## config.mk

```make
export PLATFORM = sky130hd
export DESIGN_NAME = operand_fetch
export DESIGN_NICKNAME = d
export VERILOG_FILES = /design/src/logic/operand_pkg.sv /design/src/logic/bypass_select.sv /design/src/logic/mux_onehot.sv /design/src/logic/mux_tree.sv /design/src/logic/operand_fetch.sv /design/src/logic/register_file.sv
export VERILOG_INCLUDE_DIRS = /design/src /design/src/include
export SDC_FILE = /design/constraint.sdc
export NUM_CORES = 1
export LEC_CHECK = 0
export ABC_AREA = 1
export CORE_ASPECT_RATIO = 0.7
export CORE_MARGIN = 8
export CORE_UTILIZATION = 60
export CTS_BUF_LIST = sky130_fd_sc_hd__clkbuf_4
export DETAILED_ROUTE_END_ITERATION = 8
export DONT_BUFFER_PORTS = 1
export PLACE_DENSITY_LB_ADDON = 0.15
export SLEW_MARGIN = 20
export SYNTH_ARGS = -nofsm -noshare
export SYNTH_HDL_FRONTEND = slang
export SYNTH_SLANG_ARGS = --single-unit
```

## constraint.sdc

```tcl
create_clock -name clk -period 3.3 [get_ports clk]
set_input_delay 0.99 -clock clk [delete_from_list [all_inputs] [get_ports clk]]
set_output_delay 0.99 -clock clk [all_outputs]
set_load 0.1 [all_outputs]
```

## src/include/operand_fetch_defines.svh

```systemverilog
`ifndef OPERAND_FETCH_DEFINES_SVH
`define OPERAND_FETCH_DEFINES_SVH

// ########################################
// architectural register file geometry
// ########################################

// registers 0..7, register 0 reads as zero
`define OF_NUM_REGS 8

// register address width, log2 of OF_NUM_REGS
`define OF_REG_ADDR_W 3

// ########################################
// datapath
// ########################################

// operand and immediate width
`define OF_DATA_W 32

`endif

```

## src/logic/operand_pkg.sv

```systemverilog
`include "operand_fetch_defines.svh"

package operand_pkg;

    // ########################################
    // enums
    // ########################################

    // instruction class as seen by operand fetch
    typedef enum logic [1:0] {
        op_alu = 2'd0,
        op_imm = 2'd1,
        op_mov = 2'd2
    } opcode_e;

    // occupancy of the output pipeline register
    typedef enum logic {
        stage_empty = 1'b0,
        stage_full  = 1'b1
    } stage_state_e;

    // ########################################
    // structs
    // ########################################

    // instruction request from decode, 43 bits
    typedef struct packed {
        opcode_e                  opcode;
        logic [`OF_REG_ADDR_W-1:0] src_a;
        logic [`OF_REG_ADDR_W-1:0] src_b;
        logic [`OF_REG_ADDR_W-1:0] dst;
        logic [`OF_DATA_W-1:0]     imm;
    } operand_req_t;

    // result forward, used for both execute and writeback, 36 bits
    typedef struct packed {
        logic                      valid;
        logic [`OF_REG_ADDR_W-1:0] dst;
        logic [`OF_DATA_W-1:0]     data;
    } fwd_t;

    // operands handed to execute, 69 bits
    typedef struct packed {
        opcode_e                   opcode;
        logic [`OF_REG_ADDR_W-1:0] dst;
        logic [`OF_DATA_W-1:0]     a;
        logic [`OF_DATA_W-1:0]     b;
    } operand_bundle_t;

endpackage

```

## src/logic/bypass_select.sv

```systemverilog
`timescale 1ns/1ps

`include "operand_fetch_defines.svh"

// picks one operand from the youngest matching source
module bypass_select (
    input  logic [`OF_REG_ADDR_W-1:0] src,
    input  operand_pkg::fwd_t         ex_fwd,
    input  operand_pkg::fwd_t         wb,
    input  logic [`OF_DATA_W-1:0]     rf_data,
    input  logic                      alt_en,
    input  logic [`OF_DATA_W-1:0]     alt_data,
    output logic [`OF_DATA_W-1:0]     operand
);

    // one-hot slot order
    localparam int SLOT_EX  = 0;
    localparam int SLOT_WB  = 1;
    localparam int SLOT_RF  = 2;
    localparam int SLOT_ALT = 3;
    localparam int NUM_SRC  = 4;

    // ########################################
    // match detection
    // ########################################

    logic src_live;
    logic ex_hit;
    logic wb_hit;

    // register 0 never takes a forward
    assign src_live = (src != '0);
    assign ex_hit   = src_live && ex_fwd.valid && (ex_fwd.dst == src);
    assign wb_hit   = src_live && wb.valid && (wb.dst == src);

    // ########################################
    // priority to one-hot
    // ########################################

    logic [NUM_SRC-1:0] sel;

    always_comb begin
        sel = '0;
        if (alt_en) begin
            sel[SLOT_ALT] = 1'b1;
        end else if (ex_hit) begin
            sel[SLOT_EX] = 1'b1;
        end else if (wb_hit) begin
            sel[SLOT_WB] = 1'b1;
        end else begin
            sel[SLOT_RF] = 1'b1;
        end
    end

    logic [NUM_SRC*`OF_DATA_W-1:0] candidates;

    assign candidates = {alt_data, rf_data, wb.data, ex_fwd.data};

    mux_onehot #(
        .NUM_INPUTS(NUM_SRC),
        .DATA_WIDTH(`OF_DATA_W)
    ) pick_i (
        .in (candidates),
        .sel(sel),
        .out(operand)
    );

endmodule

```

## src/logic/mux_onehot.sv

```systemverilog
`timescale 1ns/1ps

// one-hot select mux built as and-or, same behavior as a shared tristate bus
module mux_onehot #(
    parameter int NUM_INPUTS = 2,
    parameter int DATA_WIDTH = 1
) (
    input  logic [NUM_INPUTS*DATA_WIDTH-1:0] in,
    input  logic [NUM_INPUTS-1:0]            sel,
    output logic [DATA_WIDTH-1:0]            out
);

    logic [DATA_WIDTH-1:0] gated [NUM_INPUTS];

    // each driver only contributes while its select is high
    for (genvar j = 0; j < NUM_INPUTS; j++) begin : g_drive
        assign gated[j] = in[j*DATA_WIDTH +: DATA_WIDTH] & {DATA_WIDTH{sel[j]}};
    end

    // no select high gives zero rather than a floating bus
    always_comb begin
        out = '0;
        for (int j = 0; j < NUM_INPUTS; j++) begin
            out = out | gated[j];
        end
    end

endmodule

```

## src/logic/mux_tree.sv

```systemverilog
`timescale 1ns/1ps

// binary select mux, word packed input, one bit tree per data bit
module mux_tree #(
    parameter int SEL_WIDTH  = 1,
    parameter int DATA_WIDTH = 1
) (
    input  logic [(2**SEL_WIDTH)*DATA_WIDTH-1:0] in,
    input  logic [SEL_WIDTH-1:0]                 sel,
    output logic [DATA_WIDTH-1:0]                out
);

    localparam int NUM_WORDS = 2**SEL_WIDTH;

    for (genvar i = 0; i < DATA_WIDTH; i++) begin : g_slice
        logic [NUM_WORDS-1:0] bit_vec;

        // gather bit i of every word into one vector
        for (genvar j = 0; j < NUM_WORDS; j++) begin : g_gather
            assign bit_vec[j] = in[DATA_WIDTH*j + i];
        end

        mux_tree_bit #(
            .SEL_WIDTH(SEL_WIDTH)
        ) bit_mux_i (
            .in (bit_vec),
            .sel(sel),
            .out(out[i])
        );
    end

endmodule

// single bit tree, resolves the low select bits first
module mux_tree_bit #(
    parameter int SEL_WIDTH = 1
) (
    input  logic [(2**SEL_WIDTH)-1:0] in,
    input  logic [SEL_WIDTH-1:0]      sel,
    output logic                      out
);

    if (SEL_WIDTH % 2 == 0) begin : g_layer4
        logic [(2**(SEL_WIDTH-2))-1:0] layer_out;

        for (genvar k = 0; k < 2**(SEL_WIDTH-2); k++) begin : g_mux4
            logic [3:0] quad;
            assign quad         = in[4*k +: 4];
            assign layer_out[k] = quad[sel[1:0]];
        end

        if (SEL_WIDTH == 2) begin : g_leaf
            assign out = layer_out[0];
        end else begin : g_next
            mux_tree_bit #(
                .SEL_WIDTH(SEL_WIDTH-2)
            ) sub_i (
                .in (layer_out),
                .sel(sel[SEL_WIDTH-1:2]),
                .out(out)
            );
        end
    end else begin : g_layer2
        logic [(2**(SEL_WIDTH-1))-1:0] layer_out;

        for (genvar k = 0; k < 2**(SEL_WIDTH-1); k++) begin : g_mux2
            assign layer_out[k] = sel[0] ? in[2*k+1] : in[2*k];
        end

        if (SEL_WIDTH == 1) begin : g_leaf
            assign out = layer_out[0];
        end else begin : g_next
            mux_tree_bit #(
                .SEL_WIDTH(SEL_WIDTH-1)
            ) sub_i (
                .in (layer_out),
                .sel(sel[SEL_WIDTH-1:1]),
                .out(out)
            );
        end
    end

endmodule

```

## src/logic/operand_fetch.sv

```systemverilog
`timescale 1ns/1ps

`include "operand_fetch_defines.svh"

// operand fetch stage: register read, bypass, one output pipeline register
module operand_fetch (
    input  logic                        clk,
    input  logic                        rst_n,
    input  operand_pkg::operand_req_t   req,
    input  logic                        req_valid,
    output logic                        req_ready,
    input  operand_pkg::fwd_t           ex_fwd,
    input  operand_pkg::fwd_t           wb,
    output operand_pkg::operand_bundle_t bundle,
    output logic                        bundle_valid,
    input  logic                        bundle_ready
);

    import operand_pkg::*;

    // ########################################
    // register read
    // ########################################

    logic [`OF_DATA_W-1:0] rdata_a;
    logic [`OF_DATA_W-1:0] rdata_b;

    register_file rf_i (
        .clk    (clk),
        .rst_n  (rst_n),
        .wb     (wb),
        .raddr_a(req.src_a),
        .raddr_b(req.src_b),
        .rdata_a(rdata_a),
        .rdata_b(rdata_b)
    );

    // ########################################
    // opcode decode for operand b
    // ########################################

    logic                  alt_en_b;
    logic [`OF_DATA_W-1:0] alt_data_b;

    always_comb begin
        alt_en_b   = 1'b0;
        alt_data_b = '0;
        case (req.opcode)
            op_imm: begin
                alt_en_b   = 1'b1;
                alt_data_b = req.imm;
            end
            // mov reads zero as its second operand
            op_mov: alt_en_b = 1'b1;
            default: alt_en_b = 1'b0;
        endcase
    end

    // ########################################
    // bypass
    // ########################################

    logic [`OF_DATA_W-1:0] operand_a;
    logic [`OF_DATA_W-1:0] operand_b;

    bypass_select byp_a_i (
        .src     (req.src_a),
        .ex_fwd  (ex_fwd),
        .wb      (wb),
        .rf_data (rdata_a),
        .alt_en  (1'b0),
        .alt_data('0),
        .operand (operand_a)
    );

    bypass_select byp_b_i (
        .src     (req.src_b),
        .ex_fwd  (ex_fwd),
        .wb      (wb),
        .rf_data (rdata_b),
        .alt_en  (alt_en_b),
        .alt_data(alt_data_b),
        .operand (operand_b)
    );

    // ########################################
    // output register and handshake
    // ########################################

    stage_state_e state_q;
    stage_state_e state_d;
    logic         accept;

    // a full stage still accepts when its bundle leaves this edge
    assign req_ready    = (state_q == stage_empty) || bundle_ready;
    assign accept       = req_valid && req_ready;
    assign bundle_valid = (state_q == stage_full);

    always_comb begin
        state_d = state_q;
        case (state_q)
            stage_empty: if (accept) state_d = stage_full;
            stage_full:  if (bundle_ready && !accept) state_d = stage_empty;
            default:     state_d = stage_empty;
        endcase
    end

    always_ff @(posedge clk) begin
        if (!rst_n) begin
            state_q <= stage_empty;
        end else begin
            state_q <= state_d;
        end
    end

    always_ff @(posedge clk) begin
        if (!rst_n) begin
            bundle <= '0;
        end else if (accept) begin
            bundle.opcode <= req.opcode;
            bundle.dst    <= req.dst;
            bundle.a      <= operand_a;
            bundle.b      <= operand_b;
        end
    end

endmodule

```

## src/logic/register_file.sv

```systemverilog
`timescale 1ns/1ps

`include "operand_fetch_defines.svh"

// 8 x 32 register file, one write port from writeback, two tree mux read ports
module register_file (
    input  logic                      clk,
    input  logic                      rst_n,
    input  operand_pkg::fwd_t         wb,
    input  logic [`OF_REG_ADDR_W-1:0] raddr_a,
    input  logic [`OF_REG_ADDR_W-1:0] raddr_b,
    output logic [`OF_DATA_W-1:0]     rdata_a,
    output logic [`OF_DATA_W-1:0]     rdata_b
);

    // ########################################
    // storage
    // ########################################

    // register 0 is not stored
    logic [`OF_DATA_W-1:0] regs [1:`OF_NUM_REGS-1];

    logic wr_en;

    assign wr_en = wb.valid && (wb.dst != '0);

    always_ff @(posedge clk) begin
        if (!rst_n) begin
            for (int r = 1; r < `OF_NUM_REGS; r++) begin
                regs[r] <= '0;
            end
        end else if (wr_en) begin
            regs[wb.dst] <= wb.data;
        end
    end

    // ########################################
    // read ports
    // ########################################

    logic [`OF_NUM_REGS*`OF_DATA_W-1:0] read_vec;

    // word 0 is hard zero
    assign read_vec[0 +: `OF_DATA_W] = '0;

    for (genvar k = 1; k < `OF_NUM_REGS; k++) begin : g_flatten
        assign read_vec[k*`OF_DATA_W +: `OF_DATA_W] = regs[k];
    end

    mux_tree #(
        .SEL_WIDTH (`OF_REG_ADDR_W),
        .DATA_WIDTH(`OF_DATA_W)
    ) read_a_i (
        .in (read_vec),
        .sel(raddr_a),
        .out(rdata_a)
    );

    mux_tree #(
        .SEL_WIDTH (`OF_REG_ADDR_W),
        .DATA_WIDTH(`OF_DATA_W)
    ) read_b_i (
        .in (read_vec),
        .sel(raddr_b),
        .out(rdata_b)
    );

endmodule

```

==> results.toml, run 1 <==
[floorplan]
die_h_um = 156
io_pins = 190
die_w_um = 216
initial_core_util_pct = 60.7
placementRows = 51
design.core.area_mm2 = 0.0277
die-area_mm2 = 0.0337

[status]
status = "finished, final reports clean"

[synthesis]
seq_area_frac_synth_pct = 48.4
synth_top_area_share_pct = 40.0
synth_area_per_cell_um2 = 7.25
syn_inst = 2318
ys_top_cells_by_area = "edfxtp_1 40%, nand2_1 12%, nor2_1 9.8%"
synth.largest_area_cell = "edfxtp_1"
synth_cell_type_count = 24
yosys_warnings = 0
synth_fp_nets = 2439
ys_ff_latch = 294
synthesis.area_mm2 = 0.0168

[global_route]
grt_pass1_wl_mm = 90.1
grt_pass1_vias = 15848
gr-total-overflow = 0
antenna_found_initial = 1
grtUsageTotal_pct = 34.4
grt_max_degree = 112

[detailed_routing]
met3_length_mm = 8.15
drt-initial-drc-count = 2502
routed-via-count = 16713
avgViaCountPerCell = 6.13
wire_per_inst_um = 22.0
drc = 0
drt-pass1-iter-count = 6
finalWirelength_mm = 59.9
ant_nets = 0
wl_met2_mm = 26.9
wl_met1_mm = 21.2
top_layer = "met4"

[placement]
port_buffers = 0
gp_congestion = 0.940
hpwl_mm = 38.1
placed_area_mm2 = 0.0171

[worst_setup_path]
r2r_cells = 8
path_max_fanout = 2
worstSetupPathType = "flop to output port"
r2r_slack_ns = 1.38
required_ns = 2.31
start_kind = "flop"
end_kind = "output port"
crit_cells = 0
arrival_ns = 1.73

[sta]
slew_violations = 0
skew_ns = 0.0486
fin_crit_ns = 2.72
finalSetupTns_ns = 0
period_share_pct = 82.4
hold_violations = 0
worst_slew_pin_slew_ns = 1.05
setup-violations-final = 0
rsz0062_at_grt = "false"
slew_headroom_pct = 30.0
max_freq_mhz = 368

[hold_path]
min_path_cells = 2
hp-class = "input port to flop"

[clocking]
path_clk_slew_ns = 0.07
clk_path_buf_depth = 3
cts_made_buffers = 75
h-tree-depth = 3
clockRootBuffer = "clkbuf_4"
cts_hold_buf = 0
clkLatencyLatePin_ns = 0.72
post_cts_resized = 0
postCtsSetupBuffers = 0
clock-sinks = 294
cts_tree = "done"

[cells_and_area]
final_common_cell = "nand2_1"
nets = 2424
stdcell_area_mm2 = 0.0181
drive_gt1_share_pct = 8.88
layout_common_cells = "550 x nand2_1, 437 x nor2_1, 268 x inv_1"
syn2layout_area_growth_pct = 7.52

[pwr]
p_leak_nw = 8.46
irDropWorstVdd_uv = 335
powerDensity_mw_per_mm2 = 517

[job]
maxCapViolCount = 0
==> synth_stat cells (all sizes together) <==
| master | count |
|---|---|
| ha | 2 |
| o21ai | 120 |
| edfxtp | 224 |
| nand2 | 552 |
| inv | 274 |
| xor2 | 2 |
| clkbuf | 96 |
| o211ai | 37 |
| nor2 | 443 |
| nand4 | 64 |
| a21oi | 127 |
| dfxtp | 70 |
| buf | 67 |
| xnor2 | 1 |
| nor3 | 1 |
| nand3 | 238 |
==> worst paths after layout <==
path	end	from
setup / recovery	bundle[62]	bundle[62]
hold / removal	bundle[63]	rst_n
setup reg to reg	bundle[46]	bundle_valid
hold reg to reg	bundle[0]	rf_i.regs[3][0]
==> stage by stage <==
stage | cells | hold WS, ns | total power [W] | worst slack, ns | util, %
after floorplan | 2318 | 0.667 | 0.00586 | 0.240 | -
after global placement | 2597 | 0.713 | 0.00623 | 0.502 | 61.9
after detailed placement | 2597 | 0.723 | 0.00626 | 0.445 | 61.9
after CTS | 2724 | 0.385 | 0.00933 | 0.553 | 65.2
after global routing | 2725 | 0.410 | 0.00970 | 0.539 | 65.2
final | 2725 | 0.424 | 0.00934 | 0.582 | 65.2
==> sequential cells by signal, summed over array words and instances (netlist names) <==
| signal | cells |
|---|---|
| rf_i.regs | 224 |
| bundle | 69 |
| bundle_valid | 1 |
==> kinds of logic (layout without fill, tap and decap cells) <==
kind of cell | after synthesis | after routing | share of synthesized area [%]
AOI/OAI and AO/OA | 284 | 284 | 9.01
xor gates and xnor gates | 3 | 3 | 0.156
adders and majority gates | 2 | 2 | 0.149
buffers and inverters | 437 | 472 | 10.4
DFF | 294 | 294 | 48.4
other | 0 | 1 | 0
and+or+nand+nor | 1298 | 1298 | 31.9
==> power by group <==
group          total (W)  leakage (nW)  switching, W  internal (W)
sequential       0.00475          2.72      0.000520       0.00423
clock            0.00311         0.562       0.00152       0.00160
combinational    0.00148          5.18       0.00109      0.000392
==> layout make-up <==
type,instances,area (um2)
Fill cell,2435,9630
Clock inverter,10,38.8
Inverter,274,1030
Sequential cell,294,8130
Clock buffer,117,878
Tap cell,371,464
Multi-Input combinational cell,1587,6950
Antenna cell,1,2.50
Timing Repair Buffer,71,571
==> per-layer routing <==
metal / vias to the layer above / GRT usage, %
met5: - / 0
met4: 0 / 21.4
met3: 245 / 9.10
met2: 1277 / 53.1
met1: 7696 / 42.9
li1: 7495 / -
(Power assumes the default switching activity.)
==> run 2, diff against run 1 <==
==> constraint.sdc (replaced) <==
create_clock -name clk -period 2.8 [get_ports clk]
set_input_delay 0.84 -clock clk [delete_from_list [all_inputs] [get_ports clk]]
set_output_delay 0.84 -clock clk [all_outputs]
set_load 0.1 [all_outputs]
==> results.toml, run 2 (synthesis results as in run 1) <==
[cells_and_area]
fin_cells = 2768
top_register = "rf_i.regs"
fin_util_pct = 66.7
nets = 2475
final_common_cell = "nand2_1"
drive_gt1_share_pct = 10.9
stdcell_area_mm2 = 0.0185
syn2layout_area_growth_pct = 9.99
largest_reg_flops = 224
layout_common_cells = "542 x nand2_1, 436 x nor2_1, 268 x inv_1"

[worst_setup_path]
end_kind = "output port"
crit_chain = "buf_4"
arrival_ns = 1.51
critPathLaunch = "bundle[31]"
worstSetupPathType = "flop to output port"
required_ns = 1.96
worst_path_max_delay_cell = "dfxtp_1"
critical_path.reg2reg.startpoint = "bundle_valid"
path_buf_inv = 1
crit_family = "flip-flops"
start_kind = "flop"
cpPeakStageDelay_ns = 0.47
path_max_fanout = 2

[clocking]
cts_tree = "done"
clkLatencyLatePin_ns = 0.73
h-tree-depth = 3
clockRootBuffer = "clkbuf_4"
post_cts_resized = 0
clock-sinks = 294
cts_made_buffers = 75
cts_hold_buf = 0
path_clk_slew_ns = 0.07
postCtsSetupBuffers = 0
clk_path_buf_depth = 3

[job]
maxCapViolCount = 0

[pwr]
powerDensity_mw_per_mm2 = 592
p_leak_nw = 8.71
irDropWorstVdd_uv = 533

[hold_path]
hp-class = "input port to flop"
worstHoldStart = "req_valid"

[sta]
hold_violations = 0
slew_violations = 0
worst_slew_pin_slew_ns = 1.06
fin_crit_ns = 2.35
setup-violations-final = 0
max_freq_mhz = 425
finalSetupTns_ns = 0
skew_ns = 0.0423
worst_hold_slack_ns = 0.255
slew_headroom_pct = 29.5
rsz0062_at_grt = "false"
period_share_pct = 84.1

[detailed_routing]
drt-initial-drc-count = 2419
drc = 0
ant_nets = 0
wire_per_inst_um = 21.5
avgViaCountPerCell = 6.08
routed-via-count = 16823
finalWirelength_mm = 59.6
drt-pass1-iter-count = 6

[global_route]
grt_max_degree = 112
grt_pass1_vias = 16196
antenna_found_initial = 2
grt_pass1_wl_mm = 90.3
grtUsageTotal_pct = 34.1
gr-total-overflow = 0

[floorplan]
die_h_um = 156
placementRows = 51
die_w_um = 216
io_pins = 190
die-area_mm2 = 0.0337
initial_core_util_pct = 60.7
design.core.area_mm2 = 0.0277

[placement]
port_buffers = 0
dp.cells = 2648
gp_congestion = 0.936
placed_area_mm2 = 0.0176
hpwl_mm = 37.8

[status]
status = "finished, final reports clean"
## run 2: power breakdown
| group | total (W) | leakage [nW] | switching [W] | internal, W |
|---|---|---|---|---|
| Clock | 0.00351 | 0.521 | 0.00177 | 0.00173 |
| Sequential | 0.00511 | 2.72 | 0.000123 | 0.00498 |
| Combinational | 0.00233 | 5.47 | 0.00177 | 0.000554 |
## run 2: path summary, 6_finish.rpt
check,end,slack (ns),cells past startpoint
worst max-delay path,bundle[31],0.45,1
worst min-delay path,bundle_valid,0.25,2
worst max register to register,bundle[63],1.25,7
worst min register to register,bundle[55],0.54,2
## run 2: cell type report
cell class,count,area [um2]
antenna,1,2.50
clock buffer,107,803
clock inverter,12,48.8
fill,2444,9210
inverter,274,1030
multi-input combinational,1587,6980
sequential,294,8130
tap,371,464
timing repair buffer,122,1030
## run 2: metal layers
| metal | global-route usage, % | share of wire [%] | vias to the layer above | wire [um] |
|---|---|---|---|---|
| met1 | 42.3 | 36 | 7752 | 21600 |
| li1 | - | - | 7597 | - |
| met5 | 0 | 0.022 | - | 13 |
| met4 | 20.4 | 5.5 | 2 | 3270 |
| met3 | 8.04 | 13 | 229 | 7540 |
| met2 | 53.9 | 46 | 1243 | 27200 |
## run 2: through the flow
stage | setup slack [ns] | power, W
after detailed placement | 0.0432 | 0.00748
after global routing | 0.417 | 0.0114
after global placement | 0.178 | 0.00744
after floorplan | 0.102 | 0.00691
final | 0.446 | 0.0109
after CTS | 0.439 | 0.0109
